File: src/source/ffe_pkg.sv
package ffe_pkg;

    // ====================
    // Widths
    // ====================

    localparam int FRAC_BITS    = 14; // Fraction bits of the tap accumulators.
    localparam int FILTER_SHIFT = 6;  // FIR sum scaling before saturation.

    typedef logic signed [7:0]  code_t;   // ADC code.
    typedef logic signed [9:0]  sample_t; // Equalized sample and slice level.
    typedef logic signed [9:0]  tap_t;    // Tap weight as software sees it.
    typedef logic signed [$bits(tap_t)+FRAC_BITS-1:0] tap_acc_t;
    typedef logic        [3:0]  gain_t;   // Left shift of the adaptation step.

    typedef enum logic [2:0] {
        INST_NOP         = 3'd0,
        INST_SHIFT_RIGHT = 3'd2,
        INST_SHIFT_LEFT  = 3'd3,
        INST_LOAD_INIT   = 3'd4
    } ffe_inst_t;

    typedef enum logic [2:0] {
        IDLE,
        LOAD_CALC,
        CALC_STORE,
        EXEC,
        HALT
    } est_state_t;

    // ====================
    // Register map
    // ====================

    localparam logic [7:0] ADDR_CTRL      = 8'h00; // Bit 0 exec, bits 3:1 inst.
    localparam logic [7:0] ADDR_GAIN      = 8'h04;
    localparam logic [7:0] ADDR_LEVEL     = 8'h08;
    localparam logic [7:0] ADDR_STATUS    = 8'h0C; // Pass count.
    localparam logic [7:0] ADDR_INIT_BASE = 8'h40;
    localparam logic [7:0] ADDR_TAP_BASE  = 8'h80;

endpackage

File: src/source/ffe_ctrl_if.sv
interface ffe_ctrl_if #(
    parameter int est_depth = 8
);
    import ffe_pkg::*;

    // Software control.
    logic      exec_inst;
    ffe_inst_t inst;
    gain_t     gain;
    sample_t   bit_level;
    tap_t      ffe_init [est_depth];

    // Live taps and adaptation progress.
    tap_t      ffe_est [est_depth];
    logic      pass_done;

    modport regs (output exec_inst, inst, gain, bit_level, ffe_init,
                  input  ffe_est, pass_done);

    modport est  (input  exec_inst, inst, gain, bit_level, ffe_init,
                  output ffe_est, pass_done);

    modport filt (input ffe_est);

endinterface

File: src/source/ffe_estimator.sv
module ffe_estimator #(
    parameter int est_depth = 8
) (
    input  logic             clk,
    input  logic             rst_n,
    input  ffe_pkg::sample_t est_bits [est_depth],
    input  ffe_pkg::code_t   current_code,
    ffe_ctrl_if.est          ctrl
);
    import ffe_pkg::*;

    localparam int               POS_W    = (est_depth > 1) ? $clog2(est_depth) : 1;
    localparam logic [POS_W-1:0] LAST_POS = POS_W'(est_depth - 1);

    est_state_t       state;
    est_state_t       next_state;
    logic [POS_W-1:0] tap_pos;
    logic [POS_W-1:0] next_tap_pos;
    tap_acc_t         tap_acc [est_depth];
    tap_acc_t         tap_work;
    tap_acc_t         next_tap_work;
    tap_acc_t         store_val;
    sample_t          cur_sample;
    tap_acc_t         level_ext;
    tap_acc_t         sliced;
    tap_acc_t         err;
    tap_acc_t         adjust;
    logic             store_tap;
    logic             load_init;
    logic             shift_left;
    logic             shift_right;

    // ====================
    // Sign-sliced LMS step
    // ====================

    assign cur_sample = est_bits[tap_pos];
    assign level_ext  = tap_acc_t'(ctrl.bit_level);
    assign sliced     = (cur_sample > 0) ? level_ext : -level_ext;
    assign err        = sliced - tap_acc_t'(cur_sample);
    assign adjust     = (tap_acc_t'(current_code) * err) <<< ctrl.gain;
    assign store_val  = tap_work + adjust; // Second half of the update.

    always_comb begin
        for (int k = 0; k < est_depth; k++) begin
            ctrl.ffe_est[k] = tap_t'(tap_acc[k] >>> FRAC_BITS);
        end
    end

    // ====================
    // FSM
    // ====================

    always_comb begin
        next_state    = state;
        next_tap_pos  = tap_pos;
        next_tap_work = tap_work;
        store_tap     = 1'b0;
        unique case (state)
            IDLE: begin
                next_state   = ctrl.exec_inst ? EXEC : LOAD_CALC;
                next_tap_pos = '0;
            end
            LOAD_CALC: begin
                next_tap_work = tap_acc[tap_pos] + adjust;
                if (ctrl.exec_inst) begin
                    next_state   = EXEC;
                    next_tap_pos = '0;
                end else begin
                    next_state = CALC_STORE;
                end
            end
            CALC_STORE: begin
                store_tap = 1'b1;
                if (ctrl.exec_inst) begin
                    next_state   = EXEC;
                    next_tap_pos = '0;
                end else begin
                    next_state   = LOAD_CALC;
                    next_tap_pos = (tap_pos == LAST_POS) ? '0 : tap_pos + 1'b1;
                end
            end
            EXEC:    next_state = HALT; // Instruction acts here.
            HALT:    next_state = ctrl.exec_inst ? HALT : LOAD_CALC;
            default: next_state = IDLE;
        endcase
    end

    always_comb begin
        load_init   = 1'b0;
        shift_left  = 1'b0;
        shift_right = 1'b0;
        if (state == EXEC) begin
            case (ctrl.inst)
                INST_LOAD_INIT:   load_init   = 1'b1;
                INST_SHIFT_LEFT:  shift_left  = 1'b1;
                INST_SHIFT_RIGHT: shift_right = 1'b1;
                default: ;
            endcase
        end
    end

    always_ff @(posedge clk or negedge rst_n) begin
        if (!rst_n) begin
            state          <= IDLE;
            tap_pos        <= '0;
            tap_work       <= '0;
            ctrl.pass_done <= 1'b0;
            for (int k = 0; k < est_depth; k++) begin
                tap_acc[k] <= '0;
            end
        end else begin
            state          <= next_state;
            tap_pos        <= next_tap_pos;
            tap_work       <= next_tap_work;
            ctrl.pass_done <= store_tap && (tap_pos == LAST_POS);
            if (load_init) begin
                for (int k = 0; k < est_depth; k++) begin
                    tap_acc[k] <= tap_acc_t'(ctrl.ffe_init[k]) <<< FRAC_BITS;
                end
            end else if (shift_right) begin
                tap_acc[0] <= '0;
                for (int k = 1; k < est_depth; k++) begin
                    tap_acc[k] <= tap_acc[k-1];
                end
            end else if (shift_left) begin
                tap_acc[est_depth-1] <= '0;
                for (int k = 1; k < est_depth; k++) begin
                    tap_acc[k-1] <= tap_acc[k];
                end
            end else if (store_tap) begin
                tap_acc[tap_pos] <= store_val;
            end
        end
    end

    a_state_legal: assert property (
        @(posedge clk) disable iff (!rst_n)
        state inside {IDLE, LOAD_CALC, CALC_STORE, EXEC, HALT}
    );

    a_tap_pos_range: assert property (
        @(posedge clk) disable iff (!rst_n) tap_pos < est_depth
    );

endmodule

File: src/flat_wrapper.sv
// flat-port wrapper written by rule: the top's interface ports become plain ports
module ffe_estimator_flat import ffe_pkg::*;
#(
    parameter int est_depth = 8
)
  (clk, rst_n, est_bits, current_code, ctrl_exec_inst, ctrl_inst, ctrl_gain, ctrl_bit_level, ctrl_ffe_init, ctrl_ffe_est, ctrl_pass_done);
  ffe_ctrl_if #(.est_depth(est_depth)) ctrl_i ();
  input  logic clk;
  input  logic rst_n;
  input  ffe_pkg::sample_t est_bits[est_depth];
  input  ffe_pkg::code_t current_code;
  input wire logic [$bits(ctrl_i.exec_inst)-1:0] ctrl_exec_inst;
  input wire logic [$bits(ctrl_i.inst)-1:0] ctrl_inst;
  input wire logic [$bits(ctrl_i.gain)-1:0] ctrl_gain;
  input wire logic [$bits(ctrl_i.bit_level)-1:0] ctrl_bit_level;
  input wire logic [$bits(ctrl_i.ffe_init)-1:0] ctrl_ffe_init;
  output wire logic [$bits(ctrl_i.ffe_est)-1:0] ctrl_ffe_est;
  output wire logic [$bits(ctrl_i.pass_done)-1:0] ctrl_pass_done;
  assign ctrl_i.exec_inst = ctrl_exec_inst;
  assign ctrl_i.inst = ctrl_inst;
  assign ctrl_i.gain = ctrl_gain;
  assign ctrl_i.bit_level = ctrl_bit_level;
  assign ctrl_i.ffe_init = {>>{ctrl_ffe_init}};
  assign ctrl_ffe_est = {>>{ctrl_i.ffe_est}};
  assign ctrl_pass_done = ctrl_i.pass_done;
  ffe_estimator #(.est_depth(est_depth)) u_core (.clk(clk), .rst_n(rst_n), .est_bits(est_bits), .current_code(current_code), .ctrl(ctrl_i));
endmodule
File: config.mk
export PLATFORM = sky130hd
export DESIGN_NAME = ffe_estimator_flat
export DESIGN_NICKNAME = d
export VERILOG_FILES = /design/src/source/ffe_pkg.sv /design/src/source/ffe_ctrl_if.sv /design/src/source/ffe_estimator.sv /design/src/flat_wrapper.sv
export SDC_FILE = /design/constraint.sdc
export NUM_CORES = 1
export LEC_CHECK = 0
export BUFFER_PORTS_ARGS = -buffer_cell sky130_fd_sc_hd__buf_2
export CAP_MARGIN = 30
export CORE_AREA = 10 10 291 293
export CTS_BUF_LIST = sky130_fd_sc_hd__clkbuf_16
export CTS_CLUSTER_SIZE = 14
export DETAILED_ROUTE_END_ITERATION = 6
export DIE_AREA = 0 0 301 303
export PLACE_DENSITY_LB_ADDON = 0.3
export SLEW_MARGIN = 40
export SYNTH_ARGS = -nofsm -noshare
export SYNTH_HDL_FRONTEND = slang
export SYNTH_SLANG_ARGS = --single-unit
File: constraint.sdc
create_clock -name clk -period 11.4 [get_ports clk]
set_input_delay 1.14 -clock clk [delete_from_list [all_inputs] [get_ports clk]]
set_output_delay 1.14 -clock clk [all_outputs]
set_load 0.03 [all_outputs]
==> results.sh <==
export IMPL_yosysUniqueCellTypes=80
export IMPL_placed_area_um2=26000
export IMPL_fin_util_pct=34.8
export IMPL_area_delta_synth_final_pct=16.9
export IMPL_grt_pass1_wl_um=141000
export IMPL_cts_root_buffer="clkbuf_16"
export IMPL_layout_commonest_cell="buf_2"
export IMPL_postCtsHoldBufs=0
export IMPL_hold_violations=0
export IMPL_drc=0
export IMPL_synth_cell_area_um2=23400
export IMPL_fin_crit_ps=10870
export IMPL_cts_buffers_inserted=29
export IMPL_cp_common_cell="fa_1"
export IMPL_finClkSkew_ps=30.9
export IMPL_grt_usage_pct=19.6
export IMPL_n_fill_cell=8308
export IMPL_endpoint_kind="register"
export IMPL_dieWidth_um=301
export IMPL_synth_top_area_share_pct=23.8
export IMPL_grt_max_degree=97
export IMPL_synthTopCellsByArea="dfrtp_1 24%, fa_1 9.6%, ha_1 6.4%, mux2i_1 4.9%, o22ai_1 4.1%"
export IMPL_port_buffers=268
export IMPL_clk_pin_slew_ps=60
export IMPL_worst_setup_path_start_kind="register"
export IMPL_core_um2=78600
export IMPL_crit_arrival_ps=11310
export IMPL_start_util_pct=29.8
export IMPL_avgSynthCellArea_um2=8.21
export IMPL_hp_class="primary input to async pin"
export IMPL_finalInstanceArea_um2=27400
export IMPL_htreeDepth=1
export IMPL_wl_um=93500
export IMPL_dr_pass1_iters=6
export IMPL_vias_per_cell=5.66
export IMPL_cp_max_fo=13
export IMPL_antennaDiodeCount=0
export IMPL_gp_congestion=0.918
export IMPL_die_y_um=303
export IMPL_synth_warnings=0
export IMPL_max_stage_delay_ps=510
export IMPL_grt_antenna_before_repair=1
export IMPL_crit_required_ps=11840
export IMPL_dp_hpwl_um=66500
export IMPL_setup_viol_count_final=0
export IMPL_r2r_setup_slack_ps=530
export IMPL_detail_route_antenna_nets=0
export IMPL_vias=23100
export IMPL_drt_iter0_markers=2348
export IMPL_synth_top_area_cell="dfrtp_1"
export IMPL_drive_gt1_share_pct=18.9
export IMPL_cts_tree="yes"
export IMPL_grt_pass1_vias=22600
export IMPL_max_freq_mhz=92.0
export IMPL_async_flop_share_pct=100
export IMPL_clockBufferDepth=3
export IMPL_cap_viol_max_count=0
export IMPL_slew_violations=0
export IMPL_status="complete, no violations"
export IMPL_worstSetupPathType="register to register"
export IMPL_crit_slowest_cell="mux4_2"
export IMPL_clock_sinks=223
export IMPL_period_share_pct=95.3
export IMPL_die_area_um2=91200
export IMPL_maxSlewHeadroom_pct=32.3
export IMPL_grt_ovfl_total=0
export IMPL_synth_edff_count=0
export IMPL_synthFlopType="dfrtp_1"
export IMPL_synth_seq_cells=223
export IMPL_synth_seq_area_share_pct=23.8
export IMPL_num_rows=103
export IMPL_holdWs_ps=452
export IMPL_synthesis_nets=3272
export IMPL_final_cell_mix="267 x buf_2, 246 x nand2_1, 220 x nor2_1, 220 x dfrtp_1, 202 x inv_1"
export IMPL_syn_inst=2852
export IMPL_pin_count=269
export IMPL_wl_per_cell_um=22.9
export IMPL_worst_slew_pin_slew_ps=1010
export IMPL_insertion_delay_ps=590
export IMPL_nNetsFinal=3437
## sequential cells by signal (all words and copies together) (netlist names)
register / flops
u_core.ctrl.ffe_est: 80
u_core.ctrl.pass_done: 1
u_core.state: 3
u_core.tap_acc: 112
u_core.tap_pos: 3
u_core.tap_work: 24
## routing by layer
layer	vias to the layer above	global-route usage, %	routed length (µm)
met3	205	3.09	7320
met2	1069	32.7	44500
li1	10500	-	-
met1	11300	25.8	38700
met4	2	5.76	2920
met5	-	0	17
## critical path, delay by kind of cell (launching register included)
family | cells | cell delay, ps
buffers and inverters | 5 | 670
flip-flops | 1 | 450
adder cells (fa/ha/maj) | 7 | 2940
AND/OR/NAND/NOR | 9 | 1920
XOR/XNOR | 4 | 660
AO/OA/AOI/OAI | 15 | 3280
multiplexers | 3 | 830
## through the flow
step	worst slack, ps	instances	setup TNS, ps
2_1_floorplan	572	2852	0
3_3_place_gp	-48.4	4024	-48.4
3_5_place_dp	-265	4028	-1720
4_1_cts	71.6	4081	0
5_1_grt	-61.9	4089	-354
6_report	531	4089	0
## layout make-up
cell class              count  area [µm²]  area share [%]
clock buffers              29         726            2.65
inverters                 199         747            2.73
flip-flops and latches    223        5580            20.4
clock inverters            24         203           0.741
multi-input cells        2154       16300            59.5
repair buffers            410        2520            9.19
well taps                1050        1310            4.80
## synthesized netlist by cell type, types with 15 or more instances
master and instances:
nand2_1 249, nor2_1 228, dfrtp_1 223, inv_1 197
a21oi_1 186, clkbuf_1 179, o22ai_1 153, o21ai_0 144
and2_1 122, ha_1 120, mux2i_1 114, fa_1 112
buf_4 81, a22oi_1 74, a221oi_1 64, xnor2_1 62
o31ai_1 56, a31oi_1 37, xor2_1 32, nor3_1 31
nor2b_1 27, a21o_1 25, nand3_1 19, nand2b_1 17
nor4_1 17, o21ai_1 17, and3_1 16, mux2_2 16
o2111ai_1 16, o221ai_1 15
## final timing paths
path,from,to,depth (start not counted)
worst max register to register,u_core.tap_pos[2],u_core.ctrl.ffe_est[79],43
worst max-delay path,u_core.tap_pos[2],u_core.ctrl.ffe_est[79],43
min in group clk,u_core.tap_work[15],u_core.tap_work[15],2
max in group asynchronous,rst_n,u_core.tap_acc[157],3
worst min register to register,u_core.tap_work[15],u_core.tap_work[15],2
worst min-delay path,rst_n,u_core.ctrl.ffe_est[60],1
## cells by family after synthesis
| group | after synthesis | synth area share, % |
|---|---|---|
| AOI/OAI and AO/OA | 914 | 25.8 |
| and+or+nand+nor | 776 | 15.6 |
| buffers and inverters | 475 | 8.93 |
| adders and majority gates | 232 | 16.0 |
| DFF | 223 | 23.8 |
| muxes | 133 | 5.93 |
| xor gates and xnor gates | 99 | 4.00 |
## repair_timing
action	4_1_cts	5_1_grt
gates resized for setup	3	55
setup buffers	0	4
setup endpoints to repair	8	81
pin swaps	0	7
gates cloned	0	1
Power is left out: the tool's default activity adds up to more than one toggle a clock period on the data nets, which glitch-free logic cannot reach.
