==> src/source/ffe_pkg.sv <==
package ffe_pkg;

    // ====================
    // Widths
    // ====================

    localparam int FRAC_BITS    = 14; // Fraction bits of the tap accumulators.
    localparam int FILTER_SHIFT = 6;  // FIR sum scaling before saturation.

    typedef logic signed [7:0]  code_t;   // ADC code.
    typedef logic signed [9:0]  sample_t; // Equalized sample and slice level.
    typedef logic signed [9:0]  tap_t;    // Tap weight as software sees it.
    typedef logic signed [$bits(tap_t)+FRAC_BITS-1:0] tap_acc_t;
    typedef logic        [3:0]  gain_t;   // Left shift of the adaptation step.

    typedef enum logic [2:0] {
        INST_NOP         = 3'd0,
        INST_SHIFT_RIGHT = 3'd2,
        INST_SHIFT_LEFT  = 3'd3,
        INST_LOAD_INIT   = 3'd4
    } ffe_inst_t;

    typedef enum logic [2:0] {
        IDLE,
        LOAD_CALC,
        CALC_STORE,
        EXEC,
        HALT
    } est_state_t;

    // ====================
    // Register map
    // ====================

    localparam logic [7:0] ADDR_CTRL      = 8'h00; // Bit 0 exec, bits 3:1 inst.
    localparam logic [7:0] ADDR_GAIN      = 8'h04;
    localparam logic [7:0] ADDR_LEVEL     = 8'h08;
    localparam logic [7:0] ADDR_STATUS    = 8'h0C; // Pass count.
    localparam logic [7:0] ADDR_INIT_BASE = 8'h40;
    localparam logic [7:0] ADDR_TAP_BASE  = 8'h80;

endpackage

==> src/source/ffe_ctrl_if.sv <==
interface ffe_ctrl_if #(
    parameter int est_depth = 8
);
    import ffe_pkg::*;

    // Software control.
    logic      exec_inst;
    ffe_inst_t inst;
    gain_t     gain;
    sample_t   bit_level;
    tap_t      ffe_init [est_depth];

    // Live taps and adaptation progress.
    tap_t      ffe_est [est_depth];
    logic      pass_done;

    modport regs (output exec_inst, inst, gain, bit_level, ffe_init,
                  input  ffe_est, pass_done);

    modport est  (input  exec_inst, inst, gain, bit_level, ffe_init,
                  output ffe_est, pass_done);

    modport filt (input ffe_est);

endinterface

==> src/source/ffe_apb_regs.sv <==
module ffe_apb_regs #(
    parameter int est_depth = 8
) (
    input  logic        clk,
    input  logic        rst_n,
    input  logic [7:0]  paddr,
    input  logic        psel,
    input  logic        penable,
    input  logic        pwrite,
    input  logic [31:0] pwdata,
    output logic [31:0] prdata,
    output logic        pready,
    output logic        pslverr,
    ffe_ctrl_if.regs    ctrl
);
    import ffe_pkg::*;

    // Tap regions hold 16 words, so est_depth is at most 16.
    localparam int IDX_W = (est_depth > 1) ? $clog2(est_depth) : 1;

    logic             access;
    logic             wr_en;
    logic [IDX_W-1:0] idx;
    logic             idx_ok;
    logic             in_init;
    logic             in_tap;
    logic             addr_err;
    logic             read_only;
    logic [31:0]      rd_data;
    logic [15:0]      pass_count;

    assign access  = psel && penable;
    assign idx     = paddr[IDX_W+1:2];
    assign idx_ok  = int'(paddr[5:2]) < est_depth;
    assign in_init = paddr[7:6] == ADDR_INIT_BASE[7:6];
    assign in_tap  = paddr[7:6] == ADDR_TAP_BASE[7:6];

    // ====================
    // Address decode
    // ====================

    always_comb begin
        rd_data   = '0;
        addr_err  = 1'b0;
        read_only = 1'b0;
        if (paddr[1:0] != 2'b00) begin
            addr_err = 1'b1;
        end else if (in_init) begin
            if (idx_ok) rd_data = 32'(ctrl.ffe_init[idx]); // Sign extended.
            else addr_err = 1'b1;
        end else if (in_tap) begin
            read_only = 1'b1;
            if (idx_ok) rd_data = 32'(ctrl.ffe_est[idx]);
            else addr_err = 1'b1;
        end else begin
            case (paddr)
                ADDR_CTRL:   rd_data = {28'd0, ctrl.inst, ctrl.exec_inst};
                ADDR_GAIN:   rd_data = {28'd0, ctrl.gain};
                ADDR_LEVEL:  rd_data = 32'(ctrl.bit_level);
                ADDR_STATUS: begin
                    rd_data   = {16'd0, pass_count};
                    read_only = 1'b1;
                end
                default:     addr_err = 1'b1;
            endcase
        end
    end

    assign wr_en   = access && pwrite && !addr_err && !read_only;
    assign pready  = 1'b1; // No wait states.
    assign pslverr = access && (addr_err || (pwrite && read_only));
    assign prdata  = (access && !pwrite && !addr_err) ? rd_data : '0;

    // ====================
    // Registers
    // ====================

    always_ff @(posedge clk or negedge rst_n) begin
        if (!rst_n) begin
            ctrl.exec_inst <= 1'b0;
            ctrl.inst      <= INST_NOP;
            ctrl.gain      <= '0;
            ctrl.bit_level <= '0;
            for (int k = 0; k < est_depth; k++) begin
                ctrl.ffe_init[k] <= '0;
            end
        end else if (wr_en) begin
            if (in_init) begin
                ctrl.ffe_init[idx] <= tap_t'(pwdata);
            end else begin
                case (paddr)
                    ADDR_CTRL: begin
                        ctrl.exec_inst <= pwdata[0];
                        ctrl.inst      <= ffe_inst_t'(pwdata[3:1]);
                    end
                    ADDR_GAIN:  ctrl.gain      <= gain_t'(pwdata);
                    ADDR_LEVEL: ctrl.bit_level <= sample_t'(pwdata);
                    default: ;
                endcase
            end
        end
    end

    // Wrapping count of completed adaptation passes.
    always_ff @(posedge clk or negedge rst_n) begin
        if (!rst_n) pass_count <= '0;
        else if (ctrl.pass_done) pass_count <= pass_count + 16'd1;
    end

    a_penable_in_transfer: assert property (
        @(posedge clk) disable iff (!rst_n) penable |-> psel
    );

endmodule

==> src/flat_wrapper.sv <==
// flat-port wrapper written by rule: the top's interface ports become plain ports
module ffe_apb_regs_flat import ffe_pkg::*;
#(
    parameter int est_depth = 8
)
  (clk, rst_n, paddr, psel, penable, pwrite, pwdata, prdata, pready, pslverr, ctrl_exec_inst, ctrl_inst, ctrl_gain, ctrl_bit_level, ctrl_ffe_init, ctrl_ffe_est, ctrl_pass_done);
  ffe_ctrl_if #(.est_depth(est_depth)) ctrl_i ();
  input  logic clk;
  input  logic rst_n;
  input  logic [7:0] paddr;
  input  logic psel;
  input  logic penable;
  input  logic pwrite;
  input  logic [31:0] pwdata;
  output logic [31:0] prdata;
  output logic pready;
  output logic pslverr;
  output wire logic [$bits(ctrl_i.exec_inst)-1:0] ctrl_exec_inst;
  output wire logic [$bits(ctrl_i.inst)-1:0] ctrl_inst;
  output wire logic [$bits(ctrl_i.gain)-1:0] ctrl_gain;
  output wire logic [$bits(ctrl_i.bit_level)-1:0] ctrl_bit_level;
  output wire logic [$bits(ctrl_i.ffe_init)-1:0] ctrl_ffe_init;
  input wire logic [$bits(ctrl_i.ffe_est)-1:0] ctrl_ffe_est;
  input wire logic [$bits(ctrl_i.pass_done)-1:0] ctrl_pass_done;
  assign ctrl_exec_inst = ctrl_i.exec_inst;
  assign ctrl_inst = ctrl_i.inst;
  assign ctrl_gain = ctrl_i.gain;
  assign ctrl_bit_level = ctrl_i.bit_level;
  assign ctrl_ffe_init = {>>{ctrl_i.ffe_init}};
  assign ctrl_i.ffe_est = {>>{ctrl_ffe_est}};
  assign ctrl_i.pass_done = ctrl_pass_done;
  ffe_apb_regs #(.est_depth(est_depth)) u_core (.clk(clk), .rst_n(rst_n), .paddr(paddr), .psel(psel), .penable(penable), .pwrite(pwrite), .pwdata(pwdata), .prdata(prdata), .pready(pready), .pslverr(pslverr), .ctrl(ctrl_i));
endmodule
==> config.mk <==
export PLATFORM = sky130hd
export DESIGN_NAME = ffe_apb_regs_flat
export DESIGN_NICKNAME = d
export VERILOG_FILES = /design/src/source/ffe_pkg.sv /design/src/source/ffe_ctrl_if.sv /design/src/source/ffe_apb_regs.sv /design/src/flat_wrapper.sv
export SDC_FILE = /design/constraint.sdc
export NUM_CORES = 1
export LEC_CHECK = 0
export BUFFER_PORTS_ARGS = -buffer_cell sky130_fd_sc_hd__buf_4
export CAP_MARGIN = 20
export CORE_ASPECT_RATIO = 1.2
export CORE_MARGIN = 2
export CORE_UTILIZATION = 39
export DETAILED_ROUTE_END_ITERATION = 16
export GPL_TIMING_DRIVEN = 0
export PLACE_DENSITY = 0.75
export SLEW_MARGIN = 25
export SYNTH_ARGS = -nofsm -noshare
export SYNTH_HDL_FRONTEND = slang
export SYNTH_SLANG_ARGS = --single-unit
==> constraint.sdc <==
create_clock -name clk -period 6.4 [get_ports clk]
set_input_delay 1.28 -clock clk [delete_from_list [all_inputs] [get_ports clk]]
set_output_delay 1.28 -clock clk [all_outputs]
set_load 0.1 [all_outputs]
==> results of run 1 <==
-- metal layers --
metal,global-route usage,part of all wire,vias up
li1,-,-,2297
met1,0.308,0.37,2705
met2,0.436,0.51,267
met3,0.0588,0.081,48
met4,0.103,0.033,0
met5,0,0,-
-- per-stage QoR --
| step | instances | util | hold slack, ns | cell area (um^2) |
|---|---|---|---|---|
| detailed placement | 918 | 0.522 | 0.472 | 8460 |
| global route | 950 | 0.562 | 0.497 | 9110 |
| CTS | 950 | 0.562 | 0.483 | 9110 |
| global placement | 918 | 0.522 | 0.472 | 8460 |
| floorplan | 474 | - | 0.446 | 6450 |
| finish | 950 | 0.562 | 0.480 | 9110 |
-- power groups by stage --
stage	Combinational, mW	Clock [mW]	Sequential (mW)
after floorplan	0.143	0	0.858
after global placement	0.327	0	0.799
after detailed placement	0.336	0	0.801
after CTS	0.336	1.04	0.791
after global routing	0.355	1.08	0.796
final	0.336	1.03	0.793
-- worst max-delay path: stages --
cell and delay (ns):
buf_6 0.16, buf_2 0.37, nor2_1 0.16, a221oi_2 0.38, a31oi_1 0.26, nor3_2 0.70
buf_4 0.23, buf_4 0.28
-- state kept, by name, indices dropped and copies added, names as in the netlist --
register,count
u_core.ctrl.exec_inst,1
u_core.ctrl.ffe_init,80
u_core.ctrl.gain,4
u_core.ctrl.bit_level,10
u_core.pass_count,16
u_core.ctrl.inst,3
-- final timing paths --
path | startpoint | endpoint
setup / recovery | paddr[2] | prdata[18]
hold / removal | u_core.pass_count[15] | u_core.pass_count[15]
setup reg to reg | u_core.pass_count[0] | u_core.pass_count[14]
hold reg to reg | u_core.pass_count[15] | u_core.pass_count[15]
max in group asynchronous | rst_n | u_core.ctrl.ffe_init[32]
min in group asynchronous | rst_n | u_core.ctrl.ffe_init[18]
-- layout make-up --
type | instances | area (um^2)
timing repair buffer | 232 | 1750
buffer | 46 | 315
fill | 1394 | 7100
clock buffer | 20 | 467
multi-input combinational | 313 | 3280
tap | 212 | 265
inverter | 1 | 3.75
sequential | 114 | 2850
clock inverter | 12 | 180
-- cell families after synthesis --
kind of cell,share of synthesized area
flip-flops,0.442
other,0.000582
adder cells (fa/ha/maj),0.00194
buffers and inverters,0.0495
XOR/XNOR,0.0204
multiplexers,0.358
AND/OR/NAND/NOR,0.0774
AO/OA/AOI/OAI,0.0499
-- synthesized netlist by cell type, types with 5 or more instances --
cell type  number
xor2_1          6
nor2_1          6
mux2_2        100
a211oi_1        5
nand3_1        14
clkbuf_1        6
nand2b_1        5
nand2_1        13
nor3_1          6
buf_2          12
buf_4          23
a21oi_1         9
o22ai_1         5
nor2b_1         5
dfrtp_1       114
and3_1          7
mux2i_1        31
xnor2_1         9
mux4_2         36
==> flow_summary_export.csv, run 1 <==
group,metric,value,unit
route,drc,0,
timing,slew_headroom,0.372,
die,row_count,51,
grt,grt_pass1_vias,5494,
clock_network,cts.clk_slew.worst_paths,0.05,ns
clock_network,clock-root-buffer,"clkbuf_16",
timing,maxSlewViolCount,0,
power_and_ir_drop,seqPwrFrac,0.367,
clock_network,clockBufferDepth,2,
synth,ys_ff_latch,114,
grt,grt_pass1_wl,32700,um
placement,place_hpwl,16700,um
die,core,16200,um^2
die,die_height,145,um
synth,syn_area,6450,um^2
grt,gr-total-overflow,0,
synth,netlist_top_cells_area,"dfrtp_1 (44%), mux2_2 (17%), mux4_2 (13%)",
synth,yosysTopAreaCell,"dfrtp_1",
timing,finalSetupTns,0,ns
layout,nNetsFinal,852,
layout,drive_gt1_frac,0.618,
power_and_ir_drop,combPwrFrac,0.155,
power_and_ir_drop,power.ir.vdd_worst,154,uV
setup_path,crit_path_end_kind,"primary output",
synth,synth-main-ff-cell,"dfrtp_1",
clock_network,cts-htree-levels,4,
clock_network,cts.sinks,114,
placement,gp_congestion,0.927,
outcome,outcome,"complete, no violations",
synth,async_flop_share,1.00,
synth,synth-edff-count,0,
setup_path,start_kind,"input port",
route,routed-via-count,5317,
clock_network,hold_buffers,0,
route,routed_wl,22500,um
power_and_ir_drop,powerDensity,237,nW/um^2
power_and_ir_drop,p_leak,4.63,nW
layout,final_cell_mix,"buf_4 (254), dfrtp_1 (114), mux2_2 (100), mux4_2 (36), mux2i_1 (31)",
timing,setup_ws,1.28,ns
clock_network,postCtsSetupBuffers,0,
timing,post-route-min-period,5.12,ns
flow_run,drv_cap,0,
timing,finalHoldViolCount,0,
placement,pre_cts_slack,1.29,ns
timing,finClkSkew,0.00798,ns
route,first_iter_violations,359,
placement,numPortBuffers,232,
synth,postSynthAreaPerCell,13.6,um^2
synth,ys_seq_area_frac,0.442,
synth,synthCells,474,
die,io_pins,258,
layout,mostFrequentLayoutCell,"buf_4",
clock_network,insertion_delay,0.41,ns
power_and_ir_drop,clockPowerShare,0.477,
setup_path,path_max_fanout,16,
power_and_ir_drop,p_int,1.57,mW
power_and_ir_drop,power.total,2.16,mW
timing,worst_pin_slew,0.942,ns
synth,synth_nets,601,
timing,finalSetupViolCount,0,
timing,post-route-period-util,0.800,
route,via_per_inst,5.60,
setup_path,r2r_slack,4.86,ns
layout,antenna_cells,0,
setup_path,cp_data_arrival_time,3.84,ns
synth,synth_top_area_share,0.442,
clock_network,cts_tree,"done",
synth,synth-warning-count,0,
die,fp.dieW,121,um
grt,gr-usage-all-layers,0.254,
route,drtAntennaViolNets,0,
layout,area_growth,41.3,%
clock_network,cts_buffers,17,
setup_path,crit_required,5.12,ns
worst_hold_path,hp-class,"reg -> reg",
power_and_ir_drop,switching_share,0.272,
worst_hold_path,hold_depth,1,
timing,rsz0062_at_grt,"false",
die,fp.dieArea,17600,um^2
setup_path,critical_path_class,"in -> out",
setup_path,rr_worst_depth,5,
route,detail_route.wl_per_cell,23.7,um
die,initial_core_util,0.398,
power_and_ir_drop,switchingPower,587,uW
clock_network,cts.repair.resized,0,
timing,fmax,195,MHz
synth,synth_cell_types,52,
grt,antenna_found_initial,1,
grt,grt_max_degree,115,
route,drtPass1Iterations,4,
No activity file was read; power rests on OpenSTA's default activity.
==> inputs of run 2 (changes only) <==
--- a/config.mk
+++ b/config.mk
@@ -12,7 +12,7 @@
 export CORE_UTILIZATION = 39
 export DETAILED_ROUTE_END_ITERATION = 16
 export GPL_TIMING_DRIVEN = 0
-export PLACE_DENSITY = 0.75
+export PLACE_DENSITY = 0.77
 export SLEW_MARGIN = 25
 export SYNTH_ARGS = -nofsm -noshare
 export SYNTH_HDL_FRONTEND = slang
==> constraint.sdc (replaced) <==
create_clock -name clk -period 4.66 [get_ports clk]
set_input_delay 0.932 -clock clk [delete_from_list [all_inputs] [get_ports clk]]
set_output_delay 0.932 -clock clk [all_outputs]
set_load 0.1 [all_outputs]
==> run 2 against run 1 <==
Net effect:
- clock skew decreased by 0.0058 ns
- final cell count unchanged
- largest power group unchanged
- power increased by 39%
- cell area increased by 0.32%
- largest cell class unchanged
- combinational power increased by 38%
==> flow_summary_export.csv, run 2 (synthesis gave the netlist of run 1 again) <==
group,metric,value,unit
outcome,outcome,"complete, no violations",
power_and_ir_drop,power.total,3.00,mW
grt,grt_pass1_wl,32100,um
layout,nNetsFinal,852,
die,die_height,145,um
timing,post-route-period-util,0.937,
clock_network,cts.sinks,114,
layout,largest_reg_flops,80,
clock_network,cts.repair.resized,0,
timing,finalSetupViolCount,0,
placement,place_hpwl,16300,um
timing,maxSlewViolCount,0,
layout,mostFrequentLayoutCell,"buf_4",
timing,rsz0062_at_grt,"false",
route,drtAntennaViolNets,0,
route,first_iter_violations,365,
clock_network,postCtsSetupBuffers,0,
clock_network,cts-htree-levels,4,
power_and_ir_drop,seqPwrFrac,0.363,
clock_network,cts_buffers,17,
route,via_per_inst,5.62,
clock_network,cts_tree,"done",
power_and_ir_drop,p_leak,4.64,nW
setup_path,cp_data_arrival_time,3.43,ns
worst_hold_path,hp-class,"reg -> reg",
power_and_ir_drop,combPwrFrac,0.154,
timing,slew_headroom,0.388,
setup_path,critical_path_class,"in -> out",
die,core,16200,um^2
grt,grt_max_degree,115,
setup_path,crit_required,3.73,ns
clock_network,clockBufferDepth,2,
die,row_count,51,
clock_network,hold_buffers,0,
power_and_ir_drop,power.ir.vdd_worst,216,uV
route,routed_wl,22000,um
route,detail_route.wl_per_cell,23.2,um
route,drtPass1Iterations,5,
timing,worst_pin_slew,0.917,ns
timing,finalHoldViolCount,0,
power_and_ir_drop,powerDensity,328,nW/um^2
die,fp.dieW,121,um
grt,antenna_found_initial,0,
layout,utilization,0.564,
layout,final_cell_mix,"buf_4 (254), dfrtp_1 (114), mux2_2 (100), mux4_2 (36), mux2i_1 (31)",
clock_network,clock-root-buffer,"clkbuf_16",
timing,post-route-min-period,4.37,ns
power_and_ir_drop,switching_share,0.266,
timing,finClkSkew,0.00222,ns
timing,fmax,229,MHz
placement,placedInstanceArea,8480,um^2
flow_run,drv_cap,0,
route,drc,0,
layout,antenna_cells,0,
layout,largest-register,"u_core.ctrl.ffe_init",
grt,gr-total-overflow,0,
layout,design_area,9140,um^2
setup_path,crit_path_end_kind,"primary output",
clock_network,insertion_delay,0.42,ns
timing,whs,0.490,ns
setup_path,start_kind,"input port",
clock_network,cts.clk_slew.worst_paths,0.05,ns
die,initial_core_util,0.398,
placement,gp_congestion,0.909,
setup_path,path_max_fanout,16,
placement,numPortBuffers,232,
grt,grt_pass1_vias,5446,
layout,reg.largest.list,"u_core.ctrl.ffe_init: 80 flops, u_core.pass_count: 16 flops, u_core.ctrl.bit_level: 10 flops",
layout,fill_cells,1371,
power_and_ir_drop,clockPowerShare,0.483,
layout,area_growth,41.8,%
grt,gr-usage-all-layers,0.247,
route,routed-via-count,5335,
die,fp.dieArea,17600,um^2
die,io_pins,258,
layout,drive_gt1_frac,0.621,
power_and_ir_drop,p_int,2.20,mW
power_and_ir_drop,switchingPower,798,uW
run 2: cell types whose count changed in the layout (fill, tap and decap cells not counted):
cell	previous run	this run
a211oi_1	5	3
a211oi_2	0	2
clkinvlp_4	5	3
bufinv_16	4	5
clkbuf_1	6	7
clkbuf_8	4	3
inv_6	0	1
nor3_1	5	4
nor3_2	2	3
run 2: layout make-up:
| type | count | area [um^2] | area share |
|---|---|---|---|
| multi-input combinational | 313 | 3300 | 0.361 |
| inverter | 1 | 3.75 | 0.000411 |
| buffer | 46 | 315 | 0.0345 |
| clock buffer | 20 | 457 | 0.0500 |
| sequential | 114 | 2850 | 0.312 |
| clock inverter | 12 | 204 | 0.0223 |
| tap | 212 | 265 | 0.0290 |
| timing repair buffer | 232 | 1750 | 0.191 |
run 2: through the flow:
stage	setup slack, ns	cells	TNS, ns
final	0.295	950	0
after global routing	0.0730	950	0
after CTS	0.286	950	0
after detailed placement	0.286	918	0
after global placement	0.380	918	0
after floorplan	-0.995	474	-9.48
run 2: worst max-delay path, stage by stage:
cell and delay, ns:
buf_6 0.16, buf_2 0.35, nor2_1 0.17, a221oi_2 0.38
a31oi_1 0.26, nor3_2 0.67, buf_4 0.22, buf_4 0.28
run 2: power by group through the flow:
| stage | clock [mW] | combinational (mW) | sequential, mW |
|---|---|---|---|
| 2_1_floorplan | 0 | 0.197 | 1.18 |
| 3_3_place_gp | 0 | 0.448 | 1.10 |
| 3_5_place_dp | 0 | 0.459 | 1.10 |
| 4_1_cts | 1.46 | 0.461 | 1.09 |
| 5_1_grt | 1.51 | 0.488 | 1.09 |
| 6_report | 1.45 | 0.462 | 1.09 |
run 2: path summary, 6_finish.rpt:
kind                                             from                       end  slack (ns)  cells past startpoint
worst max-delay path                         paddr[2]                prdata[30]        0.29                      8
max in group asynchronous                       rst_n  u_core.ctrl.ffe_init[33]        3.39                      1
worst min-delay path            u_core.pass_count[14]     u_core.pass_count[14]        0.49                      1
worst max register to register   u_core.pass_count[0]     u_core.pass_count[14]        3.08                      5
worst min register to register  u_core.pass_count[14]     u_core.pass_count[14]        0.49                      1
min in group asynchronous                       rst_n       u_core.ctrl.gain[2]        0.66                      1
run 2: routing by layer:
layer  GRT usage  part of all wire  wire, um
met1       0.305              0.38      8470
met2       0.409              0.50     11000
met3      0.0603             0.078      1720
met4       0.117             0.040       884
met5           0                 0         0
==> inputs of run 3 (changes only) <==
--- a/config.mk
+++ b/config.mk
@@ -5,6 +5,7 @@
 export SDC_FILE = /design/constraint.sdc
 export NUM_CORES = 1
 export LEC_CHECK = 0
+export ABC_AREA = 1
 export BUFFER_PORTS_ARGS = -buffer_cell sky130_fd_sc_hd__buf_4
 export CAP_MARGIN = 20
 export CORE_ASPECT_RATIO = 1.2
@@ -12,7 +13,8 @@
 export CORE_UTILIZATION = 39
 export DETAILED_ROUTE_END_ITERATION = 16
 export GPL_TIMING_DRIVEN = 0
-export PLACE_DENSITY = 0.77
+export PLACE_DENSITY_LB_ADDON = 0.08
+export SKIP_CTS_REPAIR_TIMING = 1
 export SLEW_MARGIN = 25
 export SYNTH_ARGS = -nofsm -noshare
 export SYNTH_HDL_FRONTEND = slang
==> run 3 against run 2 <==
Net effect:
- sequential share of layout area down 0.58 points
- power down 9.1%
- highest routed layer unchanged
- critical endpoint is now prdata[31]
- critical path depth up 3
- clock power down 19%
- hold slack worse by 0.077 ns
- register-to-register slack worse by 0.42 ns
==> flow_summary_export.csv, run 3 <==
group,metric,value,unit
placement,dp_cells,1368,
placement,gp_congestion,0.912,
timing,maxSlewViolCount,0,
layout,design_area,9320,um^2
die,fp.dieW,125,um
timing,post-route-min-period,4.44,ns
setup_path,cp_data_arrival_time,3.51,ns
setup_path,crit_required,3.73,ns
route,detail_route.wl_per_cell,20.1,um
power_and_ir_drop,power.ir.vdd_worst,256,uV
synth,postSynthAreaPerCell,7.33,um^2
layout,final_cell_mix,"nand2_1 (392), buf_4 (239), dfrtp_1 (114), nand4_1 (107), clkbuf_1 (47)",
synth,synth_common_cells,"nand2_1 (392), dfrtp_1 (114), nand4_1 (107)",
layout,antenna_cells,0,
die,initial_core_util,0.400,
synth,synth-warning-count,0,
grt,gr-usage-all-layers,0.299,
grt,antenna_found_initial,0,
timing,setup_ws,0.223,ns
synth,yosysTopAreaCell,"dfrtp_1",
synth,syn_area,6800,um^2
synth,ys_seq_area_frac,0.420,
layout,layout.cells.non_filler,1400,
setup_path,rr_worst_depth,8,
layout,drive_gt1_frac,0.269,
placement,pre_cts_slack,-0.0465,ns
timing,finalSetupViolCount,0,
layout,multi_input_comb_area,3450,um^2
setup_path,r2r-end,"u_core.pass_count[12]",
grt,grt_pass1_wl,42500,um
layout,largest-register,"u_core.ctrl.ffe_init",
route,first_iter_violations,602,
flow_run,drv_cap,0,
grt,grt_pass1_vias,7335,
die,io_pins,258,
clock_network,cts_buffers,17,
setup_path,start_kind,"input port",
power_and_ir_drop,p_leak,4.91,nW
power_and_ir_drop,power.total,2.73,mW
synth,synth_nets,1055,
setup_path,critical_path_class,"in -> out",
grt,gr-total-overflow,0,
placement,place_hpwl,21000,um
placement,placedInstanceArea,8780,um^2
die,row_count,52,
timing,post-route-period-util,0.952,
timing,finalSetupTns,0,ns
layout,area_growth,37.0,%
power_and_ir_drop,powerDensity,293,nW/um^2
placement,numPortBuffers,223,
timing,finalHoldViolCount,0,
layout,nNetsFinal,1298,
setup_path,crit_end,"prdata[31]",
layout,largest_reg_flops,80,
setup_path,rr_startpoint,"u_core.pass_count[0]",
route,drc,0,
setup_path,crit_path_end_kind,"primary output",
clock_network,cts.sinks,114,
die,core,17000,um^2
die,fp.dieArea,18500,um^2
die,die_height,149,um
timing,rsz0062_at_grt,"false",
clock_network,cts_tree,"done",
synth,async_flop_share,1.00,
timing,fmax,225,MHz
route,routed-via-count,7697,
clock_network,insertion_delay,0.41,ns
route,drtAntennaViolNets,0,
synth,netlist_top_cells_area,"dfrtp_1 (42%), nand2_1 (22%), nand4_1 (9.8%)",
synth,synth_cell_types,31,
layout,fill_cells,1723,
route,drtPass1Iterations,5,
synth,synth-edff-count,0,
clock_network,cts.clk_slew.worst_paths,0.05,ns
route,routed_wl,28100,um
clock_network,cts-htree-levels,4,
synth,synthCells,928,
outcome,outcome,"complete, no violations",
synth,yosysMostFrequentCell,"nand2_1",
route,via_per_inst,5.50,
setup_path,startpoint,"paddr[4]",
clock_network,clockBufferDepth,2,
setup_path,r2r_slack,2.66,ns
timing,slew_headroom,0.512,
worst_hold_path,hp-class,"in -> async",
layout,ff_latch_area,2850,um^2
timing,worst_pin_slew,0.733,ns
layout,reg.largest.list,"u_core.ctrl.ffe_init: 80 flops, u_core.pass_count: 16 flops, u_core.ctrl.bit_level: 10 flops",
clock_network,clock-root-buffer,"clkbuf_16",
synth,ys_ff_latch,114,
synth,synth-main-ff-cell,"dfrtp_1",
timing,finClkSkew,0.00463,ns
synth,synth_top_area_share,0.420,
layout,mostFrequentLayoutCell,"nand2_1",
setup_path,path_max_fanout,16,
grt,grt_max_degree,71,
[run 3: cell type report]
class,count,share of cell area
plain buffers,78,0.0426
clock buffers,22,0.0498
clock inverters,10,0.00658
inverters,30,0.0121
multi-input cells,706,0.370
flip-flops and latches,114,0.306
well taps,216,0.0290
repair buffers,224,0.183
[run 3: per-stage QoR]
| step | util | hold slack [ns] |
|---|---|---|
| 3_3_place_gp | 0.515 | 0.455 |
| 5_1_grt | 0.549 | 0.435 |
| 3_5_place_dp | 0.517 | 0.459 |
| 2_1_floorplan | - | 0.442 |
| 4_1_cts | 0.548 | 0.425 |
| 6_report | 0.549 | 0.412 |
[run 3: critical path, stage by stage]
cell	delay (ns)
buf_4	0.12
nor2_2	0.36
nand2_1	0.19
nor2_2	0.33
nor2_1	0.12
a21oi_2	0.17
buf_4	0.29
nand3_1	0.20
nor2_4	0.32
buf_4	0.17
buf_4	0.28
[run 3: power by group]
part,internal [mW],switching (mW)
Clock,0.701,0.477
Sequential,1.04,0.0523
Combinational,0.146,0.315
Total,1.88,0.844
[run 3: routing by layer]
metal	vias up	track usage	part of all wire
met1	3709	0.383	0.41
met4	0	0.142	0.041
met5	-	0	0
met2	320	0.493	0.49
li1	3599	-	-
met3	69	0.0550	0.063
[run 3: kinds of logic (layout without fill, tap and decap cells)]
logic type               count (synthesis)  count (layout)  synth area share
AO/OA/AOI/OAI                           92              92            0.0786
XOR/XNOR                                13              13            0.0167
adder cells (fa/ha/maj)                  1               1           0.00184
buffers and inverters                  108             364            0.0745
flip-flops                             114             114             0.420
multiplexers                             1               1           0.00166
other                                    1               1          0.000551
AND/OR/NAND/NOR                        598             598             0.407
[run 3: worst min-delay path by stage]
stage | startpoint | end
after floorplan | u_core.pass_count[13] | u_core.pass_count[13]
after global placement | u_core.pass_count[13] | u_core.pass_count[13]
after detailed placement | u_core.pass_count[13] | u_core.pass_count[13]
after CTS | rst_n | u_core.pass_count[12]
after global routing | rst_n | u_core.pass_count[14]
final | rst_n | u_core.pass_count[12]
